<file path="src/design/trigin_pkg.sv">
package trigin_pkg;

  // Local time fields
  typedef logic [63:0] seconds_t;
  typedef logic [31:0] cycles_t;

  // Wishbone bus fields
  typedef logic [31:0] wb_adr_t;
  typedef logic [31:0] wb_dat_t;
  typedef logic [3:0]  wb_sel_t;

  // Master to slave
  typedef struct packed {
    logic    cyc;
    logic    stb;
    logic    we;
    wb_adr_t adr;
    wb_sel_t sel;
    // Write data
    wb_dat_t dat;
  } wb_req_t;

  // Slave to master
  typedef struct packed {
    logic    ack;
    logic    stall;
    // Read data
    wb_dat_t dat;
  } wb_rsp_t;

  // Timebase rate, kept small so a second boundary is reachable in simulation
  localparam cycles_t CYCLES_PER_SEC = 32'd1000;

  // Register byte offsets, only bits 4:2 are decoded
  localparam wb_adr_t REG_CTRL       = 32'h0000_0000;
  localparam wb_adr_t REG_SECONDS_HI = 32'h0000_0008;
  localparam wb_adr_t REG_SECONDS_LO = 32'h0000_000C;
  localparam wb_adr_t REG_CYCLES     = 32'h0000_0010;

  // Enable bit in the control word
  localparam int CTRL_ENABLE_BIT = 1;

endpackage

</file>
<file path="src/design/trigin_timebase.sv">
`timescale 1ns/100ps

module trigin_timebase
  (
    input  logic                clk_i,
    input  logic                rst_i,

    // Local time since reset
    output trigin_pkg::seconds_t now_seconds_o,
    output trigin_pkg::cycles_t  now_cycles_o
  );

  trigin_pkg::seconds_t seconds_q;
  trigin_pkg::cycles_t  cycles_q;
  logic                 sec_wrap;

  // Last cycle of the current second
  assign sec_wrap = (cycles_q == trigin_pkg::CYCLES_PER_SEC - 32'd1);

  always_ff @(posedge clk_i)
  begin
    if (rst_i)
    begin
      cycles_q  <= '0;
      seconds_q <= '0;
    end
    else
    begin
      if (sec_wrap)
      begin
        cycles_q  <= '0;
        seconds_q <= seconds_q + 64'd1;
      end
      else
        cycles_q <= cycles_q + 32'd1;
    end
  end

  assign now_seconds_o = seconds_q;
  assign now_cycles_o  = cycles_q;

endmodule

</file>
<file path="src/design/trigin_stamp.sv">
`timescale 1ns/100ps

module trigin_stamp
  (
    input  logic                 clk_i,
    input  logic                 rst_i,

    // Asynchronous trigger level
    input  logic                 trig_i,

    // Live time from the timebase
    input  trigin_pkg::seconds_t now_seconds_i,
    input  trigin_pkg::cycles_t  now_cycles_i,

    // Control register write
    input  logic                 ctrl_wr_i,
    input  logic                 ctrl_enable_i,

    // Armed flag and captured time
    output logic                 enable_o,
    output trigin_pkg::seconds_t seconds_o,
    output trigin_pkg::cycles_t  cycles_o,

    output logic                 fire_o
  );

  logic                 trig_meta;
  logic                 trig_sync;
  logic                 trig_prev;
  logic                 edge_q;
  logic                 armed_q;
  logic                 fire;
  trigin_pkg::seconds_t seconds_q;
  trigin_pkg::cycles_t  cycles_q;

  // Two-flop synchronizer, then a registered rising edge
  always_ff @(posedge clk_i)
  begin
    if (rst_i)
    begin
      trig_meta <= 1'b0;
      trig_sync <= 1'b0;
      trig_prev <= 1'b0;
      edge_q    <= 1'b0;
    end
    else
    begin
      trig_meta <= trig_i;
      trig_sync <= trig_meta;
      trig_prev <= trig_sync;
      edge_q    <= trig_sync & ~trig_prev;
    end
  end

  // A software write in the same cycle wins over the edge
  assign fire = edge_q & armed_q & ~ctrl_wr_i;

  always_ff @(posedge clk_i)
  begin
    if (rst_i)
      armed_q <= 1'b0;
    else if (ctrl_wr_i)
      armed_q <= ctrl_enable_i;
    else if (fire)
      armed_q <= 1'b0;
  end

  // Both fields latched together so they stay coherent
  always_ff @(posedge clk_i)
  begin
    if (rst_i)
    begin
      seconds_q <= '0;
      cycles_q  <= '0;
    end
    else if (fire)
    begin
      seconds_q <= now_seconds_i;
      cycles_q  <= now_cycles_i;
    end
  end

  assign enable_o  = armed_q;
  assign seconds_o = seconds_q;
  assign cycles_o  = cycles_q;
  assign fire_o    = fire;

endmodule

</file>
<file path="src/design/trigin_regs.sv">
`timescale 1ns/100ps

module trigin_regs
  (
    input  logic                 clk_i,
    input  logic                 rst_i,

    // Pipelined Wishbone slave port
    input  trigin_pkg::wb_req_t  wb_req_i,
    output trigin_pkg::wb_rsp_t  wb_rsp_o,

    // Control register, enable is cleared by hardware on trigger
    input  logic                 ctrl_enable_i,
    output logic                 ctrl_enable_o,
    output logic                 ctrl_wr_o,

    // Captured timestamp
    input  trigin_pkg::seconds_t seconds_i,
    input  trigin_pkg::cycles_t  cycles_i
  );

  logic [4:2]          adr_int;
  logic                wb_en;
  logic                rd_req_int;
  logic                wr_req_int;
  logic                wb_rip;
  logic                wb_wip;
  logic                rd_ack_int;
  logic                wr_ack_int;
  logic                ack_int;
  logic                ctrl_wreq;
  logic                rd_ack_d0;
  trigin_pkg::wb_dat_t rd_dat_d0;
  trigin_pkg::wb_dat_t rd_dat_q;
  logic                wr_req_d0;
  logic [4:2]          wr_adr_d0;
  trigin_pkg::wb_dat_t wr_dat_d0;

  // Request decode, byte selects are not used
  assign adr_int = wb_req_i.adr[4:2];
  assign wb_en   = wb_req_i.cyc & wb_req_i.stb;

  // Read in progress, stops a held read from being taken twice
  always_ff @(posedge clk_i)
  begin
    if (rst_i)
      wb_rip <= 1'b0;
    else
      wb_rip <= (wb_rip | (wb_en & ~wb_req_i.we)) & ~rd_ack_int;
  end
  assign rd_req_int = wb_en & ~wb_req_i.we & ~wb_rip;

  // Write in progress
  always_ff @(posedge clk_i)
  begin
    if (rst_i)
      wb_wip <= 1'b0;
    else
      wb_wip <= (wb_wip | (wb_en & wb_req_i.we)) & ~wr_ack_int;
  end
  assign wr_req_int = wb_en & wb_req_i.we & ~wb_wip;

  assign ack_int  = rd_ack_int | wr_ack_int;
  assign wb_rsp_o = '{ack: ack_int, stall: ~ack_int & wb_en, dat: rd_dat_q};

  // Control state
  always_ff @(posedge clk_i)
  begin
    if (rst_i)
    begin
      rd_ack_int <= 1'b0;
      wr_req_d0  <= 1'b0;
    end
    else
    begin
      rd_ack_int <= rd_ack_d0;
      wr_req_d0  <= wr_req_int;
    end
  end

  // Read data out, write request in
  always_ff @(posedge clk_i)
  begin
    rd_dat_q  <= rd_dat_d0;
    wr_adr_d0 <= adr_int;
    wr_dat_d0 <= wb_req_i.dat;
  end

  assign ctrl_enable_o = wr_dat_d0[trigin_pkg::CTRL_ENABLE_BIT];
  assign ctrl_wr_o     = ctrl_wreq;

  // Write decode, every address is acked
  always_comb
  begin
    ctrl_wreq  = 1'b0;
    wr_ack_int = wr_req_d0;
    case (wr_adr_d0)
      trigin_pkg::REG_CTRL[4:2]:
        ctrl_wreq = wr_req_d0;
      // Timestamp registers are read only
      default:
        ctrl_wreq = 1'b0;
    endcase
  end

  // Read decode, unmapped offsets read zero
  always_comb
  begin
    rd_ack_d0 = rd_req_int;
    rd_dat_d0 = '0;
    case (adr_int)
      trigin_pkg::REG_CTRL[4:2]:
        rd_dat_d0[trigin_pkg::CTRL_ENABLE_BIT] = ctrl_enable_i;
      trigin_pkg::REG_SECONDS_HI[4:2]:
        rd_dat_d0 = seconds_i[63:32];
      trigin_pkg::REG_SECONDS_LO[4:2]:
        rd_dat_d0 = seconds_i[31:0];
      trigin_pkg::REG_CYCLES[4:2]:
        rd_dat_d0 = cycles_i;
      default:
        rd_dat_d0 = '0;
    endcase
  end

endmodule

</file>
<file path="src/design/trigin_top.sv">
`timescale 1ns/100ps

module trigin_top
  (
    input  logic                clk_i,
    input  logic                rst_i,

    // Register access
    input  trigin_pkg::wb_req_t wb_req_i,
    output trigin_pkg::wb_rsp_t wb_rsp_o,

    // Trigger in, fire pulse out
    input  logic                trig_i,
    output logic                fire_o
  );

  trigin_pkg::seconds_t now_seconds;
  trigin_pkg::cycles_t  now_cycles;
  trigin_pkg::seconds_t seconds;
  trigin_pkg::cycles_t  cycles;
  logic                 ctrl_wr;
  logic                 ctrl_enable;
  logic                 enable;

  trigin_timebase i_trigin_timebase
  (
    .clk_i         (clk_i),
    .rst_i         (rst_i),
    .now_seconds_o (now_seconds),
    .now_cycles_o  (now_cycles)
  );

  trigin_stamp i_trigin_stamp
  (
    .clk_i         (clk_i),
    .rst_i         (rst_i),
    .trig_i        (trig_i),
    .now_seconds_i (now_seconds),
    .now_cycles_i  (now_cycles),
    .ctrl_wr_i     (ctrl_wr),
    .ctrl_enable_i (ctrl_enable),
    .enable_o      (enable),
    .seconds_o     (seconds),
    .cycles_o      (cycles),
    .fire_o        (fire_o)
  );

  trigin_regs i_trigin_regs
  (
    .clk_i         (clk_i),
    .rst_i         (rst_i),
    .wb_req_i      (wb_req_i),
    .wb_rsp_o      (wb_rsp_o),
    .ctrl_enable_i (enable),
    .ctrl_enable_o (ctrl_enable),
    .ctrl_wr_o     (ctrl_wr),
    .seconds_i     (seconds),
    .cycles_i      (cycles)
  );

endmodule

</file>
<file path="config.mk">
export PLATFORM = sky130hd
export DESIGN_NAME = trigin_top
export DESIGN_NICKNAME = d
export VERILOG_FILES = /design/src/design/trigin_pkg.sv /design/src/design/trigin_timebase.sv /design/src/design/trigin_stamp.sv /design/src/design/trigin_regs.sv /design/src/design/trigin_top.sv
export SDC_FILE = /design/constraint.sdc
export NUM_CORES = 1
export LEC_CHECK = 0
export ABC_CLOCK_PERIOD_IN_PS = 2100
export BUFFER_PORTS_ARGS = -buffer_cell sky130_fd_sc_hd__buf_4
export CAP_MARGIN = 30
export CORE_AREA = 10 10 140 270
export DETAILED_ROUTE_END_ITERATION = 16
export DIE_AREA = 0 0 150 280
export GPL_TIMING_DRIVEN = 0
export SKIP_LAST_GASP = 1
export SYNTH_ARGS = -nofsm -noshare
export SYNTH_HDL_FRONTEND = slang
export SYNTH_SLANG_ARGS = --single-unit
</file>
<file path="constraint.sdc">
create_clock -name clk_i -period 2.1 [get_ports clk_i]
set_clock_uncertainty 0.05 [all_clocks]
set_input_delay 0.315 -clock clk_i [delete_from_list [all_inputs] [get_ports clk_i]]
set_output_delay 0.315 -clock clk_i [all_outputs]
set_load 0.01 [all_outputs]
</file>
==> summary.txt <==
Status
  – Outcome: finished, violations left
  – Violated checks: negative setup slack

Synth
  – Number of synthesis warnings: 0
  – Biggest area consumer among synthesized cells: sky130_fd_sc_hd__dfxtp_1
  – Portion of the post-synthesis area used by sequential elements: roughly 48%
  – Number of synthesized flops with an enable pin: 0
  – Area share of the largest cell type after synthesis: about half
  – Cell types occupying the most area after synthesis: sky130_fd_sc_hd__dfxtp_1 48%, sky130_fd_sc_hd__nand2_1 9.7%, sky130_fd_sc_hd__a21oi_1 7.5%
  – Async set-reset flop share out of synthesis: 0%
  – Cell count after synthesis: roughly 1200
  – Net count of the mapped netlist: around 1200
  – Area of the mapped netlist: between 9000 and 10000 um2
  – Synth Register Bits: 237
  – Mapped Avg Cell Area: about 8.4 um2
  – Top_reg_cell synth: sky130_fd_sc_hd__dfxtp_1
  – Number of distinct library cells after synthesis: 48

Detailed routing
  – Total number of vias: roughly 9700
  – Vias per std cell: around 5.4
  – DRC violation count after routing: 0
  – Post-detailed-routing wire length: 38.2 mm
  – Routed Antenna Nets: 0
  – WL per Instance: about 21 um
  – Drt first pass iters: 5
  – 1st-iter DRT viols: between 500 and 600

Worst hold path
  – Hold crit path type: in2reg
  – Hold path endpoint: i_trigin_regs.rd_ack_int
  – Start point of the worst hold path: wb_req_i[69]
  – Worst hold path cell count: 3

Critical path
  – First element of the critical path: i_trigin_timebase.now_seconds_o[19]
  – Worst setup SP type: flip-flop
  – Worst-path maximum fanout: 6
  – Slowest-stage cell, CP: sky130_fd_sc_hd__dfxtp_4
  – Cells traversed along the worst timing path: nand4_1 -> buf_4 -> buf_4 -> nor3_4 -> nand4_1 -> buf_6 -> buf_8 -> clkbuf_16 -> o31ai_2 -> a21oi_2
  – Setup Crit Path Kind: reg2reg
  – Critical Path End Type: flip-flop
  – Worst reg2reg startpoint: i_trigin_timebase.now_seconds_o[19]
  – Terminus of the critical flop-to-flop path: i_trigin_timebase.now_seconds_o[44]
  – Data required, critical path: about 2.4 ns
  – Worst path arrival time: 2.89 ns
  – Worst reg-to-reg setup slack: -0.47 ns
  – Largest stage delay, worst path: about 0.38 ns
  – FF-to-FF path depth: 10

STA
  – Count of final setup violators: 50
  – Slew HR: 32.2%
  – Final critical path time including I/O delays and setup: 2.57 ns
  – Fin. max-slew vios: 0
  – Slew at the pin closest to its max-slew limit: between 1 and 1.5 ns
  – Unrepaired setup endpoints after global routing: true
  – Final worst-path cycle share: 122%
  – Final number of hold-violating endpoints: 0
  – Setup ws final: -0.468 ns
  – Maximum operating frequency: between 300 and 400 MHz

Clock tree
  – Number of clock sinks seen by CTS: around 240
  – Clk slew on worst S/H paths: around 0.070 ns
  – Clk_lat worst skew: roughly 0.52 ns
  – Maximum clock path buffer count: 3
  – CTS Buf Count: 21
  – CTS tree: done
  – H-tree levels: 1
  – Cell at the root of the clock tree: sky130_fd_sc_hd__clkbuf_16

Placed design
  – Area post-placement: between 10000 and 15000 um2
  – Last weighted congestion value of the routability-driven placer: roughly 0.93
  – Total instance count after detailed placement: 1649
  – Worst slack at placement: -1.12 ns
  – HPWL after detailed placement: approximately 26 mm
  – Number of buffers inserted by port buffering: 43

GRT
  – Wire length of the first global-routing pass: between 50 and 60 mm
  – Initial antenna violation count: 0
  – Pin count of the biggest net entering global routing: 16
  – Total overflow reported by the global router: 0
  – Via count of the first global-routing pass: between 9000 and 10000
  – GRT Util Overall: between 15 and 20%

Cells and area
  – Layout cell share with drive strength beyond 1: 28.4%
  – Final Net Count: approximately 1400
  – Top library cells by usage in the layout, fill and taps aside: 252 x sky130_fd_sc_hd__nand2_1, 186 x sky130_fd_sc_hd__dfxtp_1, 132 x sky130_fd_sc_hd__a21oi_1
  – Number of antenna repair diodes: 0
  – Area taken by flip-flops and latches: a little under 5000 um2
  – Footprint of the multi-input gates: about 5500 um2
  – Number of fill cells: 3274
  – Layout overhead on the synthesized area: 37.0%
  – Non-filler instance count after layout: 1794
  – Commonest non-fill, non-tap cell in the layout: sky130_fd_sc_hd__nand2_1
  – Final standard cell area without fillers: 13500 um2

Power and ir drop
  – Worst IR drop on VDD: slightly below 0.5 mV
  – Total design power: ~0.0084 W
  – Standby leakage power: 4.68 nW
  – Pwr Density: just over 600 nW/um2

Die
  – Core area: about 34000 um2
  – Number of standard-cell rows in the floorplan: 95
  – Die boundary height: between 200 and 300 um
  – Effective utilization at floorplan: around 30%
  – Width of the chip: around 150 um
  – Die area: ~42000 um2
  – I/O Pins: ~110

Job
  – Max_cap viols: 0
## layout make-up
| type | instances | area share (%) |
|---|---|---|
| clock buffer | 29 | 4.26 |
| clock inverter | 7 | 0.278 |
| timing repair buffer | 156 | 10.2 |
| multi-input combinational | 848 | 40.9 |
| tap | 436 | 4.03 |
| buffer | 69 | 3.96 |
| inverter | 12 | 0.389 |
| sequential | 237 | 35.9 |
## through the flow
stage                     hold WS, ns  utilization, %  setup TNS, ns
after floorplan                 0.293               -      -0.000236
after global placement          0.322            32.1         -80.55
after detailed placement        0.330            32.1         -82.55
after CTS                      0.0728            38.4          -3.36
after global routing            0.100            40.3         -13.97
final                          0.0867            40.3         -10.05
## registers in the layout, indices dropped and copies added (netlist names)
signal                           flops
i_trigin_regs.wr_adr_d0              3
i_trigin_stamp.trig_meta             1
i_trigin_stamp.edge_q                1
i_trigin_regs.wb_wip                 1
i_trigin_stamp.enable_o              1
i_trigin_stamp.trig_prev             1
i_trigin_stamp.seconds_o            64
i_trigin_regs.wb_rip                 1
i_trigin_stamp.trig_sync             1
i_trigin_timebase.now_seconds_o     64
i_trigin_regs.rd_ack_int             1
i_trigin_regs.rd_dat_q              32
i_trigin_regs.wr_dat_d0              1
i_trigin_regs.wr_ack_int             1
i_trigin_timebase.now_cycles_o      32
i_trigin_stamp.cycles_o             32
## synthesized netlist by cell type (2+ instances only)
cell type	number
sky130_fd_sc_hd__mux2i_1	32
sky130_fd_sc_hd__nand2b_1	2
sky130_fd_sc_hd__and4_1	7
sky130_fd_sc_hd__nor3_1	11
sky130_fd_sc_hd__nand4_1	44
sky130_fd_sc_hd__dfxtp_1	237
sky130_fd_sc_hd__a21oi_1	148
sky130_fd_sc_hd__nor2_1	60
sky130_fd_sc_hd__nand3_1	44
sky130_fd_sc_hd__xor2_1	27
sky130_fd_sc_hd__ha_1	2
sky130_fd_sc_hd__buf_2	10
sky130_fd_sc_hd__inv_1	11
sky130_fd_sc_hd__buf_1	2
sky130_fd_sc_hd__nor4_1	11
sky130_fd_sc_hd__buf_6	2
sky130_fd_sc_hd__nand4_4	3
sky130_fd_sc_hd__nor4b_1	3
sky130_fd_sc_hd__or2_2	2
sky130_fd_sc_hd__nor4_2	5
sky130_fd_sc_hd__or4_1	33
sky130_fd_sc_hd__clkbuf_1	53
sky130_fd_sc_hd__and3_1	11
sky130_fd_sc_hd__nand2_1	255
sky130_fd_sc_hd__and4_2	2
sky130_fd_sc_hd__nor2b_1	6
sky130_fd_sc_hd__nand4_2	2
sky130_fd_sc_hd__and2_1	6
sky130_fd_sc_hd__o21ai_0	52
sky130_fd_sc_hd__o31ai_1	30
sky130_fd_sc_hd__nor4_4	5
sky130_fd_sc_hd__xnor2_1	15
sky130_fd_sc_hd__buf_4	3
sky130_fd_sc_hd__or3_1	19
## metal layers
layer,vias up,track usage [%],share of wire (%)
li1,4479,-,-
met4,0,15.9,11
met3,207,2.29,4.5
met5,-,0,0
met2,387,33.7,55
met1,4607,14.0,30
## critical path: cells and delay by family, from the launching register on
family                 cells  cell delay [ns]
AO/OA/AOI/OAI              2             0.37
flip-flops                 1             0.38
AND/OR/NAND/NOR            3             0.73
buffers and inverters      5             0.87
## report_power, final
| part | switching, W | internal, W | total [W] |
|---|---|---|---|
| registers | 0.0000115 | 0.00449 | 0.00450 |
| clock network | 0.00174 | 0.00192 | 0.00366 |
| logic | 0.000172 | 0.0000763 | 0.000248 |
## repair_timing
action | in CTS | in global routing
resized for setup | 209 | 118
pin swaps | 101 | 56
endpoints found under the hold margin | 7 | 0
cloned | 4 | 1
hold buffers | 6 | 0
setup buffers | 74 | 26
setup endpoints to repair | 182 | 124
## logic make-up (layout without fill, tap and decap cells)
| group | Yosys count | in the layout | synth area share (%) |
|---|---|---|---|
| flip-flops | 237 | 237 | 48.1 |
| AO/OA/AOI/OAI | 233 | 233 | 12.7 |
| XOR/XNOR | 42 | 42 | 3.73 |
| adder cells (fa/ha/maj) | 2 | 2 | 0.254 |
| buffers and inverters | 84 | 273 | 3.73 |
| AND/OR/NAND/NOR | 538 | 538 | 28.2 |
| multiplexers | 33 | 33 | 3.36 |
## how the worst max path moves through the flow
| stage | depth (start not counted) | endpoint |
|---|---|---|
| 2_1_floorplan | 7 | i_trigin_timebase.now_seconds_o[19] |
| 3_3_place_gp | 7 | i_trigin_timebase.now_seconds_o[26] |
| 3_5_place_dp | 7 | i_trigin_timebase.now_seconds_o[26] |
| 4_1_cts | 9 | i_trigin_timebase.now_seconds_o[44] |
| 5_1_grt | 9 | i_trigin_timebase.now_seconds_o[44] |
| 6_report | 10 | i_trigin_timebase.now_seconds_o[44] |
No activity file was read; power rests on OpenSTA's default activity.
